## src/hdl/vdp_color_pkg.sv

```systemverilog
`default_nettype none

package vdp_color_pkg;

   typedef logic [3:0] color_idx_t;   // Index 0 is transparent

   typedef struct packed {
      logic [3:0] r;
      logic [3:0] g;
      logic [3:0] b;
   } rgb444_t;

   // TMS9918 palette reduced to four bits per channel
   function automatic rgb444_t palette_rgb(input color_idx_t idx);
      logic [11:0] val;
      case (idx)
         4'h0:    val = 12'h000;   // Transparent shows as black
         4'h1:    val = 12'h000;
         4'h2:    val = 12'h2C4;
         4'h3:    val = 12'h5D7;
         4'h4:    val = 12'h55E;
         4'h5:    val = 12'h77F;
         4'h6:    val = 12'hD54;
         4'h7:    val = 12'h4EF;
         4'h8:    val = 12'hF55;
         4'h9:    val = 12'hF77;
         4'hA:    val = 12'hDC5;
         4'hB:    val = 12'hEC8;
         4'hC:    val = 12'h2B3;
         4'hD:    val = 12'hC5B;
         4'hE:    val = 12'hCCC;
         default: val = 12'hFFF;
      endcase
      return rgb444_t'(val);
   endfunction

endpackage

`default_nettype wire

```

## src/hdl/video_timing_pkg.sv

```systemverilog
`default_nettype none

package video_timing_pkg;

   // Column position counted in VDP pixels
   typedef logic [7:0] pix_x_t;

   // Line position counted in VDP lines
   typedef logic [7:0] line_y_t;

   // Sync levels are active high until the pins
   typedef struct packed {
      logic hsync;
      logic vsync;
      logic active;   // Inside the visible window
   } sync_t;

endpackage

`default_nettype wire
```

## src/hdl/video_out_top.sv

```systemverilog
`timescale 1ns/1ps
`default_nettype none

module video_out_top #(
   parameter int VDP_CLK_DIV   = 4,
   parameter int ACTIVE_PIXELS = 16,
   parameter int LINE_PIXELS   = 24,
   parameter int ACTIVE_LINES  = 4,
   parameter int FRAME_LINES   = 6,
   parameter int HSYNC_PIXELS  = 2
) (
   input  wire                            clk,
   input  wire                            reset_i,
   input  wire vdp_color_pkg::color_idx_t vdp_color_i,
   input  wire vdp_color_pkg::color_idx_t overlay_color_i,
   output logic                           pixel_req_o,
   output logic [3:0]                     vga_r_o,
   output logic [3:0]                     vga_g_o,
   output logic [3:0]                     vga_b_o,
   output logic                           vga_hs_o,
   output logic                           vga_vs_o,
   output logic                           pix_stb_o
);
   import vdp_color_pkg::*;
   import video_timing_pkg::*;

   logic       vga_pix_en;
   logic       wr_bank;
   pix_x_t     wr_addr;
   pix_x_t     rd_addr;
   sync_t      vga_sync;
   sync_t      pin_sync;
   color_idx_t rd_color;
   rgb444_t    pin_rgb;

   video_timing_ctrl #(
      .VDP_CLK_DIV(VDP_CLK_DIV), .ACTIVE_PIXELS(ACTIVE_PIXELS),
      .LINE_PIXELS(LINE_PIXELS), .ACTIVE_LINES(ACTIVE_LINES),
      .FRAME_LINES(FRAME_LINES), .HSYNC_PIXELS(HSYNC_PIXELS)
   ) u_timing (
      .clk(clk), .reset_i(reset_i),
      .vdp_pix_en_o(), .vga_pix_en_o(vga_pix_en),
      .pixel_req_o(pixel_req_o),
      .wr_addr_o(wr_addr), .rd_addr_o(rd_addr),
      .wr_bank_o(wr_bank), .vga_sync_o(vga_sync)
   );

   line_doubler #(.ACTIVE_PIXELS(ACTIVE_PIXELS)) u_doubler (
      .clk(clk), .reset_i(reset_i),
      .pixel_req_i(pixel_req_o), .vdp_color_i(vdp_color_i),
      .wr_addr_i(wr_addr), .wr_bank_i(wr_bank),
      .vga_pix_en_i(vga_pix_en), .rd_addr_i(rd_addr),
      .rd_color_o(rd_color)
   );

   color_to_rgb u_rgb (
      .clk(clk), .reset_i(reset_i),
      .color_i(rd_color), .overlay_color_i(overlay_color_i),
      .vga_sync_i(vga_sync), .pix_en_i(vga_pix_en),
      .rgb_o(pin_rgb), .sync_o(pin_sync), .pix_stb_o(pix_stb_o)
   );

   assign vga_r_o  = pin_rgb.r;
   assign vga_g_o  = pin_rgb.g;
   assign vga_b_o  = pin_rgb.b;
   assign vga_hs_o = ~pin_sync.hsync;   // Monitor expects active low syncs
   assign vga_vs_o = ~pin_sync.vsync;

endmodule

`default_nettype wire

```

## src/hdl/color_to_rgb.sv

```systemverilog
`timescale 1ns/1ps
`default_nettype none

module color_to_rgb (
   input  wire                            clk,
   input  wire                            reset_i,
   input  wire vdp_color_pkg::color_idx_t color_i,
   input  wire vdp_color_pkg::color_idx_t overlay_color_i,
   input  wire video_timing_pkg::sync_t   vga_sync_i,
   input  wire                            pix_en_i,
   output vdp_color_pkg::rgb444_t         rgb_o,
   output video_timing_pkg::sync_t        sync_o,
   output logic                           pix_stb_o
);
   import vdp_color_pkg::*;
   import video_timing_pkg::*;

   sync_t      sync_d;
   logic       pix_en_d;
   color_idx_t sel_color;
   rgb444_t    pix_rgb;

   // First stage lines the timing up with the registered buffer read
   always_ff @(posedge clk) begin
      if (reset_i) begin
         pix_en_d <= 1'b0;
         sync_d   <= '0;
      end else begin
         pix_en_d <= pix_en_i;
         if (pix_en_i) begin
            sync_d <= vga_sync_i;
         end
      end
   end

   always_comb begin
      sel_color = (overlay_color_i != '0) ? overlay_color_i : color_i;   // Overlay wins
      pix_rgb   = sync_d.active ? palette_rgb(sel_color) : '0;
   end

   // Output stage holds every pin until the next pixel
   always_ff @(posedge clk) begin
      if (reset_i) begin
         pix_stb_o <= 1'b0;
         rgb_o     <= '0;
         sync_o    <= '0;
      end else begin
         pix_stb_o <= pix_en_d;
         if (pix_en_d) begin
            rgb_o  <= pix_rgb;
            sync_o <= sync_d;
         end
      end
   end

endmodule

`default_nettype wire

```

## src/hdl/line_doubler.sv

```systemverilog
`timescale 1ns/1ps
`default_nettype none

module line_doubler #(
   parameter int ACTIVE_PIXELS = 16
) (
   input  wire                          clk,
   input  wire                          reset_i,
   input  wire                          pixel_req_i,
   input  wire vdp_color_pkg::color_idx_t vdp_color_i,
   input  wire video_timing_pkg::pix_x_t  wr_addr_i,
   input  wire                          wr_bank_i,
   input  wire                          vga_pix_en_i,
   input  wire video_timing_pkg::pix_x_t  rd_addr_i,
   output vdp_color_pkg::color_idx_t    rd_color_o
);
   import vdp_color_pkg::*;
   import video_timing_pkg::*;

   localparam int     ADDR_W   = (ACTIVE_PIXELS > 1) ? $clog2(ACTIVE_PIXELS) : 1;
   localparam pix_x_t X_ACTIVE = pix_x_t'(ACTIVE_PIXELS);

   // Two line buffers, one filled by the VDP while the other is shown twice
   color_idx_t line_mem [0:1][0:ACTIVE_PIXELS-1];

   logic rd_bank;
   logic wr_ok;
   logic rd_ok;

   assign rd_bank = ~wr_bank_i;
   assign wr_ok   = pixel_req_i && (wr_addr_i < X_ACTIVE);
   assign rd_ok   = rd_addr_i < X_ACTIVE;

   always_ff @(posedge clk) begin
      if (wr_ok) begin
         line_mem[wr_bank_i][wr_addr_i[ADDR_W-1:0]] <= vdp_color_i;
      end
   end

   always_ff @(posedge clk) begin
      if (reset_i) begin
         rd_color_o <= '0;
      end else if (vga_pix_en_i) begin
         if (rd_ok) begin
            rd_color_o <= line_mem[rd_bank][rd_addr_i[ADDR_W-1:0]];
         end else begin
            rd_color_o <= '0;   // Beyond the buffer the pixel is blanked anyway
         end
      end
   end

endmodule

`default_nettype wire

```

## src/hdl/video_timing_ctrl.sv

```systemverilog
`timescale 1ns/1ps
`default_nettype none

module video_timing_ctrl #(
   parameter int VDP_CLK_DIV   = 4,
   parameter int ACTIVE_PIXELS = 16,
   parameter int LINE_PIXELS   = 24,
   parameter int ACTIVE_LINES  = 4,
   parameter int FRAME_LINES   = 6,
   parameter int HSYNC_PIXELS  = 2
) (
   input  wire                       clk,
   input  wire                       reset_i,
   output logic                      vdp_pix_en_o,
   output logic                      vga_pix_en_o,
   output logic                      pixel_req_o,
   output video_timing_pkg::pix_x_t  wr_addr_o,
   output video_timing_pkg::pix_x_t  rd_addr_o,
   output logic                      wr_bank_o,
   output video_timing_pkg::sync_t   vga_sync_o
);
   import video_timing_pkg::*;

   typedef enum logic {
      FIRST_HALF,
      SECOND_HALF
   } line_phase_t;

   localparam int               DIV_W    = $clog2(VDP_CLK_DIV);
   localparam logic [DIV_W-1:0] DIV_HALF = DIV_W'(VDP_CLK_DIV / 2 - 1);
   localparam logic [DIV_W-1:0] DIV_LAST = DIV_W'(VDP_CLK_DIV - 1);

   localparam pix_x_t  X_ACTIVE = pix_x_t'(ACTIVE_PIXELS);
   localparam pix_x_t  X_LAST   = pix_x_t'(LINE_PIXELS - 1);
   // Hsync sits in the middle of the horizontal blanking interval
   localparam pix_x_t  HS_START =
      pix_x_t'(ACTIVE_PIXELS + (LINE_PIXELS - ACTIVE_PIXELS - HSYNC_PIXELS) / 2);
   localparam pix_x_t  HS_END   = pix_x_t'(int'(HS_START) + HSYNC_PIXELS);
   localparam line_y_t Y_ACTIVE = line_y_t'(ACTIVE_LINES);
   localparam line_y_t Y_LAST   = line_y_t'(FRAME_LINES - 1);

   logic [DIV_W-1:0] div_cnt;
   pix_x_t           vdp_x;
   line_y_t          vdp_y;
   line_y_t          prev_y;
   pix_x_t           vga_x;
   line_phase_t      phase;
   logic             vga_line_end;
   logic             vdp_line_end;

   assign vdp_pix_en_o = (div_cnt == DIV_LAST);
   assign vga_pix_en_o = (div_cnt == DIV_HALF) || (div_cnt == DIV_LAST);

   always_ff @(posedge clk) begin
      if (reset_i || div_cnt == DIV_LAST) begin
         div_cnt <= '0;
      end else begin
         div_cnt <= div_cnt + 1'b1;
      end
   end

   always_ff @(posedge clk) begin
      if (reset_i) begin
         vdp_x <= '0;
      end else if (vdp_pix_en_o) begin
         vdp_x <= (vdp_x == X_LAST) ? '0 : vdp_x + 1'b1;
      end
   end

   always_ff @(posedge clk) begin
      if (reset_i) begin
         vga_x <= '0;
      end else if (vga_pix_en_o) begin
         vga_x <= (vga_x == X_LAST) ? '0 : vga_x + 1'b1;
      end
   end

   assign vga_line_end = vga_pix_en_o && (vga_x == X_LAST);
   assign vdp_line_end = vga_line_end && (phase == SECOND_HALF);   // Coincides with vdp_x wrap

   always_ff @(posedge clk) begin
      if (reset_i) begin
         phase <= FIRST_HALF;
      end else if (vga_line_end) begin
         case (phase)
            FIRST_HALF: phase <= SECOND_HALF;
            default:    phase <= FIRST_HALF;
         endcase
      end
   end

   always_ff @(posedge clk) begin
      if (reset_i) begin
         vdp_y     <= '0;
         wr_bank_o <= 1'b0;
      end else if (vdp_line_end) begin
         vdp_y     <= (vdp_y == Y_LAST) ? '0 : vdp_y + 1'b1;
         wr_bank_o <= ~wr_bank_o;   // Finished line becomes the read bank
      end
   end

   // The VGA side always shows the line written during the previous VDP line
   assign prev_y = (vdp_y == '0) ? Y_LAST : vdp_y - 1'b1;

   assign pixel_req_o = vdp_pix_en_o && (vdp_x < X_ACTIVE) && (vdp_y < Y_ACTIVE);
   assign wr_addr_o   = vdp_x;
   assign rd_addr_o   = vga_x;

   always_comb begin
      vga_sync_o.hsync  = (vga_x >= HS_START) && (vga_x < HS_END);
      vga_sync_o.vsync  = (vdp_y == Y_LAST);
      vga_sync_o.active = (vga_x < X_ACTIVE) && (prev_y < Y_ACTIVE);
   end

endmodule

`default_nettype wire

```

## config.mk

```make
export PLATFORM = sky130hd
export DESIGN_NAME = video_out_top
export DESIGN_NICKNAME = d
export VERILOG_FILES = /design/src/hdl/vdp_color_pkg.sv /design/src/hdl/video_timing_pkg.sv /design/src/hdl/video_out_top.sv /design/src/hdl/color_to_rgb.sv /design/src/hdl/line_doubler.sv /design/src/hdl/video_timing_ctrl.sv
export SDC_FILE = /design/constraint.sdc
export NUM_CORES = 1
export LEC_CHECK = 0
export BUFFER_PORTS_ARGS = -buffer_cell sky130_fd_sc_hd__buf_2
export CAP_MARGIN = 0
export CORE_MARGIN = 5
export CORE_UTILIZATION = 55
export DETAILED_ROUTE_END_ITERATION = 7
export PLACE_DENSITY = 0.72
export REMOVE_ABC_BUFFERS = 1
export SYNTH_ARGS = -nofsm -noshare
export SYNTH_HDL_FRONTEND = slang
export SYNTH_SLANG_ARGS = --single-unit
```

## constraint.sdc

```tcl
create_clock -name clk -period 4.29 [get_ports clk]
set_input_delay 0 -clock clk [delete_from_list [all_inputs] [get_ports clk]]
set_output_delay 0 -clock clk [all_outputs]
set_load 0.05 [all_outputs]
```

==> summary.md, run 1 <==
| Metric | Value |
|---|---|
| Remaining Overflow, GRT | `0` |
| Die area | `approximately 17000 um2` |
| Final hold vios | `0` |
| Initial antenna violation count | `0` |
| Clock Skew | `roughly 0.012 ns` |
| Pre-CTS WS | `about 1.8 ns` |
| CP Class | `reg2reg` |
| H-tree depth | `4` |
| Placement Rows | `43` |
| Starting DRT DRC Count | `approximately 380` |
| Cell depth of the worst flop-to-flop path | `5` |
| Fmax | `between 300 and 400 MHz` |
| Post-synth ARST share | `0%` |
| RSZ-0062 raised after global routing | `false` |
| Largest cells by area after synthesis | `edfxtp_1 (49%), dfxtp_1 (13%), mux4_2 (6.6%)` |
| Root buf cell | `clkbuf_16` |
| Synth top area share | `between 40% and 50%` |
| Max clock buf depth | `2` |
| Clk sink count | `179` |
| Status | `finished, final reports clean` |
| Part of the cycle the worst path needs | `59.7%` |
| First-pass GRT wire length | `25400 um` |
| Worst hold path class | `in2reg` |
| Synth Flop Type | `edfxtp_1` |
| Data arrival time of the worst path | `about 2.9 ns` |
| Ant. Diodes | `0` |
| Synth cell types | `56` |
| Total GRT Usage | `between 10% and 20%` |
| Data required time of the worst path | `about 4.6 ns` |
| Final min period | `around 2.6 ns` |
| Static Leak | `0.00281 uW` |
| Layout cells sized above 1 | `around 16%` |
| Post-CTS setup buffer count | `0` |
| RR Startpoint | `u_timing.rd_addr_o[1]` |
| Synthesized area | `about 7800 um2` |
| Height of the chip | `between 100 and 150 um` |
| Die width | `~130 um` |
| Worst Setup End Kind | `flip-flop` |
| Clock Latency Late Sink | `between 0.4 and 0.5 ns` |
| Hold Buf Count CTS | `0` |
| Setup slack after layout | `around 1.7 ns` |
| Vias per inst | `~5.9` |
| Resize count post-CTS | `0` |
| ANT nets after route | `0` |
| Hpwl dp | `slightly above 10000 um` |
| Setup TNS Final | `0 ns` |
| CTS clock-pin slew for the worst setup and hold paths | `about 0.070 ns` |
| Vias in the first global route | `slightly below 5000` |
| Slew HR | `~25%` |
| Flop2flop setup slack | `around 1.7 ns` |
| Setup-failing EPs final | `0` |
| Least-Margin Pin Slew | `approximately 1.1 ns` |
| Worst setup startpoint | `u_timing.rd_addr_o[1]` |
| CTS buffer count | `17` |
| Synthesis-stage register bit count | `179` |
| Worst vdd ir | `~0.00036 V` |
| Drc violations | `0` |
| GPL Wtd Cong | `0.888` |
| Post-Synthesis Cells | `between 500 and 600` |
| Pwr Density | `between 400 and 500 nW/um2` |
| Io pins | `26` |
| Ys Warns | `0` |
| Synth Area per Inst | `13.1 um2` |
| Fin Hold WS | `0.0979 ns` |
| Post-synth top area cell | `edfxtp_1` |
| Max_cap viols | `0` |
| Core Region | `between 10000 and 15000 um2` |
| Starting Density | `between 50% and 60%` |
| WL final | `15500 um` |
| Drt first pass iters | `5` |
| Startpoint types | `flip-flop` |
| Routed via count | `about 4800` |
| Post-synthesis sequential area ratio | `slightly above 60%` |
| Largest net degree at the start of global routing | `40` |
| Post-synth EDFFs | `128` |
| Worst Path Max Fanout | `22` |
| Fin. max-slew vios | `0` |
| Port Buf Inserts | `25` |
| Nets | `between 600 and 700` |
| R2R Path End | `u_timing.vdp_y[4]` |
| Wire per inst | `between 15 and 20 um` |
| Worst Setup EP | `u_timing.vdp_y[4]` |
| Area grow syn2layout | `10.4%` |
| CTS tree | `done` |
## synth_stat cells (5+ instances only)
cell,n
mux4_2,23
xor2_1,10
o211ai_1,5
inv_1,20
a221oi_1,9
xnor2_1,10
buf_4,5
a21oi_1,16
buf_2,9
ha_1,19
nand2_1,43
dfxtp_1,51
a311oi_1,5
o21ai_0,13
nor2b_1,7
mux2_2,8
clkbuf_1,13
mux2i_1,25
nor3_1,12
nor2_1,91
edfxtp_1,128
nand3_1,11
## metal layers
metal	GRT usage, %	routed length [um]	vias up
met1	24.6	6600	2359
met3	4.33	830	23
met4	7.23	282	0
met2	34.4	7820	132
li1	-	-	2273
met5	0	0	-
## stage by stage
| stage | std cells | utilization, % | cell area [um2] | power (uW) |
|---|---|---|---|---|
| 6_report | 810 | 62.0 | 8630 | 3670 |
| 5_1_grt | 810 | 62.0 | 8630 | 3800 |
| 4_1_cts | 810 | 62.0 | 8630 | 3690 |
| 3_5_place_dp | 778 | 57.8 | 8060 | 2200 |
| 3_3_place_gp | 778 | 57.8 | 8060 | 2190 |
| 2_1_floorplan | 569 | - | 7680 | 2110 |
## critical path, stage by stage (launching register included)
cell and delay, ns:
dfxtp_1 1.06, ha_1 0.37, o211a_1 0.21, nand4_1 0.24
o21bai_1 0.45, nor2_1 0.10
## cells by family after synthesis
| logic type | synth area share (%) |
|---|---|
| compound gates | 7.52 |
| xor+xnor | 2.24 |
| fa+ha+maj | 3.04 |
| buf+inv | 2.78 |
| flops | 62.2 |
| mux | 11.0 |
| simple gates | 11.2 |
## sequential cells by signal (all words and copies together) (netlist names), 2 cells and up
signal,flops
u_doubler.line_mem,128
u_doubler.rd_color_o,4
u_rgb.rgb_o,12
u_rgb.sync_d,3
u_rgb.sync_o,2
u_timing.div_cnt,2
u_timing.rd_addr_o,8
u_timing.vdp_y,8
u_timing.wr_addr_o,8
## cell usage in the layout, fill, tap and decap left out, types with 3 or more instances in the layout
master	instances
nor2b_1	7
nor2_1	91
dfxtp_1	50
mux2_2	8
inv_8	3
nand4_1	4
ha_1	19
o21ai_0	13
nand2_1	43
nand3_1	11
o22ai_1	4
a21oi_1	16
a221oi_1	9
nor3_1	12
buf_2	25
inv_1	20
edfxtp_1	128
a311oi_1	5
mux4_2	23
a211oi_1	3
xor2_1	10
o211ai_1	5
xnor2_1	10
inv_6	5
a2bb2oi_1	3
a2111oi_0	4
clkinv_4	3
nand2b_1	4
clkbuf_16	17
mux2i_1	25
buf_4	4
## power by group
group          switching (uW)  total (uW)  internal, uW
sequential               30.5        1890          1860
clock                     682        1500           821
combinational             154         269           115
total                     867        3670          2800
## cell type report
cell class | count | area [um2]
multi-input cells | 370 | 2740
flip-flops and latches | 179 | 4870
inverters | 20 | 75.1
fillers | 1050 | 5300
clock buffers | 18 | 429
repair buffers | 29 | 155
clock inverters | 14 | 144
well taps | 180 | 225
## how the worst min path moves through the flow
stage / slack, ns / cells after the start / startpoint / endpoint
detailed placement: 0.45 / 2 / u_rgb.rgb_o[8] / u_rgb.rgb_o[8]
floorplan: 0.06 / 1 / reset_i / u_rgb.rgb_o[2]
finish: 0.1 / 2 / reset_i / u_timing.rd_addr_o[2]
global route: 0.12 / 2 / reset_i / u_rgb.sync_d[2]
global placement: 0.45 / 1 / u_timing.div_cnt[0] / u_timing.div_cnt[0]
CTS: 0.09 / 2 / reset_i / u_rgb.sync_d[0]
No activity file was read; power rests on OpenSTA's default activity.
==> run 2: changes to the inputs <==
- PLACE_DENSITY: 0.72 -> 0.75
- clock period: 4.29 -> 2.35 ns (I/O delays scaled with it)
==> run 2 against run 1 <==
Effect of this change: die area is the same; critical path depth shrank 1; clock-buffer cell count shrank 1; power grew 81%; via count grew 1.3%; final cell count grew 1.6%; utilization grew 0.78 points; sequential power grew 82%; wire length grew 0.14%.
==> summary.md, run 2 (same netlist as run 1, synthesis figures left out) <==
| Metric | Value |
|---|---|
| Initial antenna violation count | `0` |
| GPL Wtd Cong | `0.917` |
| CP delay by family, top | `simple AND/OR/NAND/NOR gates` |
| CP Class | `reg2reg` |
| Setup TNS Final | `0 ns` |
| Placement Rows | `43` |
| DP Area | `approximately 8000 um2` |
| Static Leak | `0.00287 uW` |
| Least-Margin Pin Slew | `0.775 ns` |
| Total GRT Usage | `20.2%` |
| Post-CTS setup buffer count | `0` |
| Core Region | `~14000 um2` |
| Ant. Diodes | `0` |
| FILL cells | `between 1000 and 1500` |
| Height of the chip | `about 130 um` |
| Data required time of the worst path | `2.46 ns` |
| Hold path depth | `2` |
| Starting Density | `56.1%` |
| Most common cell after layout, fill and taps aside | `edfxtp_1` |
| Worst Setup End Kind | `flip-flop` |
| Die width | `~130 um` |
| WP buf/inv | `0` |
| Max_cap viols | `0` |
| Fin. max-slew vios | `0` |
| Startpoint types | `flip-flop` |
| Io pins | `26` |
| Clock Latency Late Sink | `about 0.43 ns` |
| Finished Cell Area | `8740 um2` |
| First-pass GRT wire length | `~25000 um` |
| Area grow syn2layout | `11.8%` |
| Largest stage delay, worst path | `approximately 0.47 ns` |
| Area of the multi-input gates | `between 2000 and 3000 um2` |
| Root buf cell | `clkbuf_16` |
| Layout cells sized above 1 | `around a fifth` |
| Cell Chain, Critical Path | `nor4_1 > and4_1 > nand2_1 > nor2_1` |
| Starting DRT DRC Count | `between 400 and 500` |
| Worst setup startpoint | `u_timing.vdp_y[4]` |
| Final core utilization | `between 60 and 70%` |
| Final hold vios | `0` |
| CTS tree | `done` |
| Hold path endpoint | `u_rgb.sync_d[1]` |
| Clk sink count | `roughly 180` |
| Pwr Density | `758 nW/um2` |
| Fmax | `around 440 MHz` |
| CTS clock-pin slew for the worst setup and hold paths | `around 0.07 ns` |
| Die area | `16700 um2` |
| Wire per inst | `between 15 and 20 um` |
| Vias per inst | `roughly 5.9` |
| Crit-path slowest cell | `nor4_1` |
| Hpwl dp | `~11000 um` |
| WL final | `between 15000 and 20000 um` |
| Worst Path Max Fanout | `8` |
| ANT nets after route | `0` |
| Largest net degree at the start of global routing | `38` |
| H-tree depth | `4` |
| Drt first pass iters | `4` |
| Worst hold path class | `in2reg` |
| RR Startpoint | `u_timing.vdp_y[4]` |
| Port Buf Inserts | `25` |
| Nets | `659` |
| Routed via count | `4847` |
| Status | `finished, final reports clean` |
| Data arrival time of the worst path | `2.40 ns` |
| Drc violations | `0` |
| Commonest cells after routing, fill and taps aside | `edfxtp_1 (128), nor2_1 (87), dfxtp_1 (49)` |
| Worst vdd ir | `~0.0008 V` |
| Max reg flops | `128` |
| Final min period | `2.30 ns` |
| Slew HR | `47.6%` |
| Clock Skew | `around 0.0060 ns` |
| Cell depth of the worst flop-to-flop path | `4` |
| Vias in the first global route | `slightly below 5000` |
| R2R Path End | `u_doubler.line_mem[1][0]` |
| Seq. cell area | `just under 5000 um2` |
| Remaining Overflow, GRT | `0` |
| Setup-failing EPs final | `0` |
| CTS buffer count | `17` |
| Flop2flop setup slack | `around 0.054 ns` |
| Part of the cycle the worst path needs | `97.7%` |
| RSZ-0062 raised after global routing | `true` |
| Worst hold start | `reset_i` |
| Max clock buf depth | `2` |
-- run 2: cell count changes in the layout (fill, tap and decap cells not counted), moves of 2 or more --
cell	delta
buf_4	+12
nor2_1	-4
inv_8	+2
nor2_2	+4
-- run 2: cell type report --
| cell class | count | area share [%] |
|---|---|---|
| clock buffers | 17 | 4.87 |
| clock inverters | 15 | 1.55 |
| inverters | 20 | 0.859 |
| multi-input cells | 370 | 31.4 |
| flip-flops and latches | 179 | 55.7 |
| well taps | 180 | 2.58 |
| repair buffers | 42 | 3.03 |
-- run 2: worst max-delay path by stage --
stage                     cells after the start                         to  slack [ns]
after floorplan                               5          u_timing.vdp_y[3]       -0.18
after global placement                        4  u_doubler.line_mem[0][49]        0.19
after detailed placement                      4   u_doubler.line_mem[1][2]        0.09
after CTS                                     4  u_doubler.line_mem[1][33]        0.04
after global routing                          4   u_doubler.line_mem[1][0]       -0.07
final                                         4   u_doubler.line_mem[1][0]        0.05
-- run 2: worst register-to-register path: cells and delay by family, from the launching register on --
| kind | cells | cell delay [ns] |
|---|---|---|
| simple gates | 4 | 1.63 |
| flops | 1 | 0.34 |
-- run 2: layer usage --
layer	track usage [%]	up-vias	part of all wire, %
met5	0	-	0
met3	5.61	30	5.8
li1	-	2301	-
met4	7.54	0	2.2
met2	32.7	156	49
met1	26.1	2360	43
-- run 2: metrics by stage --
stage | instances | worst slack [ns] | hold WS [ns] | power (uW)
5_1_grt | 823 | -0.0725 | 0.0930 | 6870
3_3_place_gp | 791 | 0.191 | 0.444 | 4030
4_1_cts | 823 | 0.0352 | 0.0532 | 6680
3_5_place_dp | 791 | 0.0926 | 0.451 | 4050
2_1_floorplan | 569 | -0.176 | 0.0624 | 3850
6_report | 823 | 0.0544 | 0.0810 | 6630
-- run 2: report_power, final --
part,internal (uW),switching [uW],leakage [uW]
combinational,224,319,0.00103
clock,1400,1250,0.000278
sequential,3400,36.2,0.00156
total,5020,1600,0.00287
-- run 2: repair_timing --
item / 4_1_cts / 5_1_grt
gates resized for setup: 0 / 4
hold buffers: 0 / 0
endpoints found under the setup margin: 0 / 44
==> run 3: changes to the inputs <==
- SYNTH_HIERARCHICAL: not set -> 1
==> run 3 against run 2 <==
Effect of this change: highest routed layer unchanged; via count increased by 5.3%; design area is 3.4% higher; critical path depth up 3; final cell count up 1.7%; flip-flop and latch count stayed put; the flow now finishes with violations (negative setup slack); critical endpoint is now u_doubler/line_mem[0][28].
==> summary.md, run 3 <==
| Metric | Value |
|---|---|
| CTS clock-pin slew for the worst setup and hold paths | `about 0.060 ns` |
| R2R Path End | `u_doubler/line_mem[0][28]` |
| Least-Margin Pin Slew | `roughly 0.64 ns` |
| First-pass GRT wire length | `roughly 27000 um` |
| Failing checks | `negative setup slack` |
| Port Buf Inserts | `25` |
| Setup-failing EPs final | `12` |
| Final hold vios | `0` |
| Worst hold path class | `in2reg` |
| Vias in the first global route | `between 5000 and 6000` |
| Max reg flops | `~130` |
| Setup slack after layout | `-0.0234 ns` |
| Starting Density | `56.7%` |
| Hold path endpoint | `u_rgb/rgb_o[1]` |
| Flop2flop setup slack | `-0.02 ns` |
| Vias per inst | `about 6.1` |
| Layout cells sized above 1 | `between 20% and 30%` |
| Ant. Diodes | `0` |
| Slew HR | `approximately 58%` |
| Drt first pass iters | `5` |
| Max clock buf depth | `2` |
| Worst Setup End Kind | `flip-flop` |
| GPL Wtd Cong | `roughly 0.86` |
| Synth Area per Inst | `between 10 and 15 um2` |
| Remaining Overflow, GRT | `0` |
| Data arrival time of the worst path | `2.52 ns` |
| Worst hold start | `overlay_color_i[0]` |
| Largest net degree at the start of global routing | `33` |
| Cell depth of the worst flop-to-flop path | `7` |
| Clock Latency Late Sink | `roughly 0.42 ns` |
| Post-Synthesis Cells | `~590` |
| Core Region | `roughly 14000 um2` |
| H-tree depth | `4` |
| Root buf cell | `clkbuf_16` |
| Overall power | `roughly 6400 uW` |
| FILL cells | `between 1000 and 1500` |
| RR Startpoint | `u_timing/vdp_y[7]` |
| Total GRT Usage | `20.9%` |
| Startpoint types | `flip-flop` |
| Fin Hold WS | `about 0.021 ns` |
| CP Class | `reg2reg` |
| WL final | `roughly 17000 um` |
| CTS tree | `done` |
| Final core utilization | `64.7%` |
| Placement Rows | `43` |
| Die area | `between 15000 and 20000 um2` |
| Setup TNS Final | `-0.229 ns` |
| CTS buffer count | `17` |
| Commonest cells after routing, fill and taps aside | `edfxtp_1 (128), dfxtp_1 (48), nor2_1 (47)` |
| Fin. max-slew vios | `0` |
| Synthesized area | `a little under 8000 um2` |
| Wire per inst | `~20 um` |
| Pwr Density | `about 710 nW/um2` |
| Fmax | `about 420 MHz` |
| Hpwl dp | `between 10000 and 15000 um` |
| Drc violations | `0` |
| Clock Skew | `0.00993 ns` |
| Status | `complete, but fails checks` |
| Static Leak | `0.00295 uW` |
| RSZ-0062 raised after global routing | `true` |
| Nets | `670` |
| Area grow syn2layout | `14.0%` |
| Final min period | `2.37 ns` |
| Die width | `~130 um` |
| Initial antenna violation count | `0` |
| Worst Path Max Fanout | `8` |
| Clk sink count | `between 150 and 200` |
| Io pins | `26` |
| Height of the chip | `between 100 and 150 um` |
| Most common cell after layout, fill and taps aside | `edfxtp_1` |
| Worst vdd ir | `between 0.001 and 0.0015 V` |
| Starting DRT DRC Count | `482` |
| Ys Warns | `6` |
| ANT nets after route | `0` |
| Routed via count | `5105` |
| Part of the cycle the worst path needs | `101%` |
| Max_cap viols | `0` |
| Hold path depth | `4` |
| Data required time of the worst path | `around 2.5 ns` |
run 3: how the worst max path moves through the flow:
stage | cells past startpoint | end | start
final | 7 | u_doubler/line_mem[0][28] | u_timing/vdp_y[7]
after global routing | 7 | u_doubler/line_mem[0][28] | u_timing/vdp_y[7]
after CTS | 7 | u_doubler/line_mem[0][7] | u_timing/vdp_y[7]
after detailed placement | 6 | u_doubler/line_mem[1][14] | u_timing/vdp_y[7]
after global placement | 6 | u_doubler/line_mem[0][14] | u_timing/vdp_y[7]
after floorplan | 4 | u_doubler/rd_color_o[3] | u_timing/wr_bank_o
run 3: per-layer routing:
layer  GRT usage [%]  vias up  part of all wire (%)
met2            34.5      183                    50
li1                -     2369                     -
met1            27.9     2527                    43
met3            4.50       26                   5.7
met4            6.48        0                   1.4
met5               0        -                     0
run 3: critical path, stage by stage (launching register included):
cell     delay, ns
dfxtp_2       0.32
or4_4         0.54
nor4_2        0.15
and3_1        0.23
nand2_1       0.08
or3_4         0.50
nor2_2        0.15
buf_6         0.13
run 3: cell type report:
type	count	area (um2)	share of cell area, %
clock buffer	20	437	4.83
clock inverter	12	82.6	0.913
inverter	19	76.3	0.844
multi-input combinational	369	2940	32.6
sequential	179	4870	53.8
tap	180	225	2.49
timing repair buffer	58	410	4.54
run 3: metrics by stage:
stage / setup WS (ns) / std cells / area, um2
after floorplan: -1.05 / 567 / 7790
after global placement: -0.0606 / 802 / 8390
after detailed placement: -0.184 / 802 / 8390
after CTS: 0.000885 / 836 / 8950
after global routing: -0.0473 / 837 / 9040
final: -0.0234 / 837 / 9040
run 3: power by group:
part           internal [uW]  switching, uW
logic                    181            289
clock network           1350           1150
registers               3400           42.6
total                   4930           1490
run 3: what timing repair did:
item / in CTS / in global routing
buffers inserted: 0 / 1
hold buffers: 2 / 0
gates resized for setup: 6 / 29
setup endpoints to repair: 36 / 125
pin swaps: 0 / 3
endpoints found under the hold margin: 3 / 0
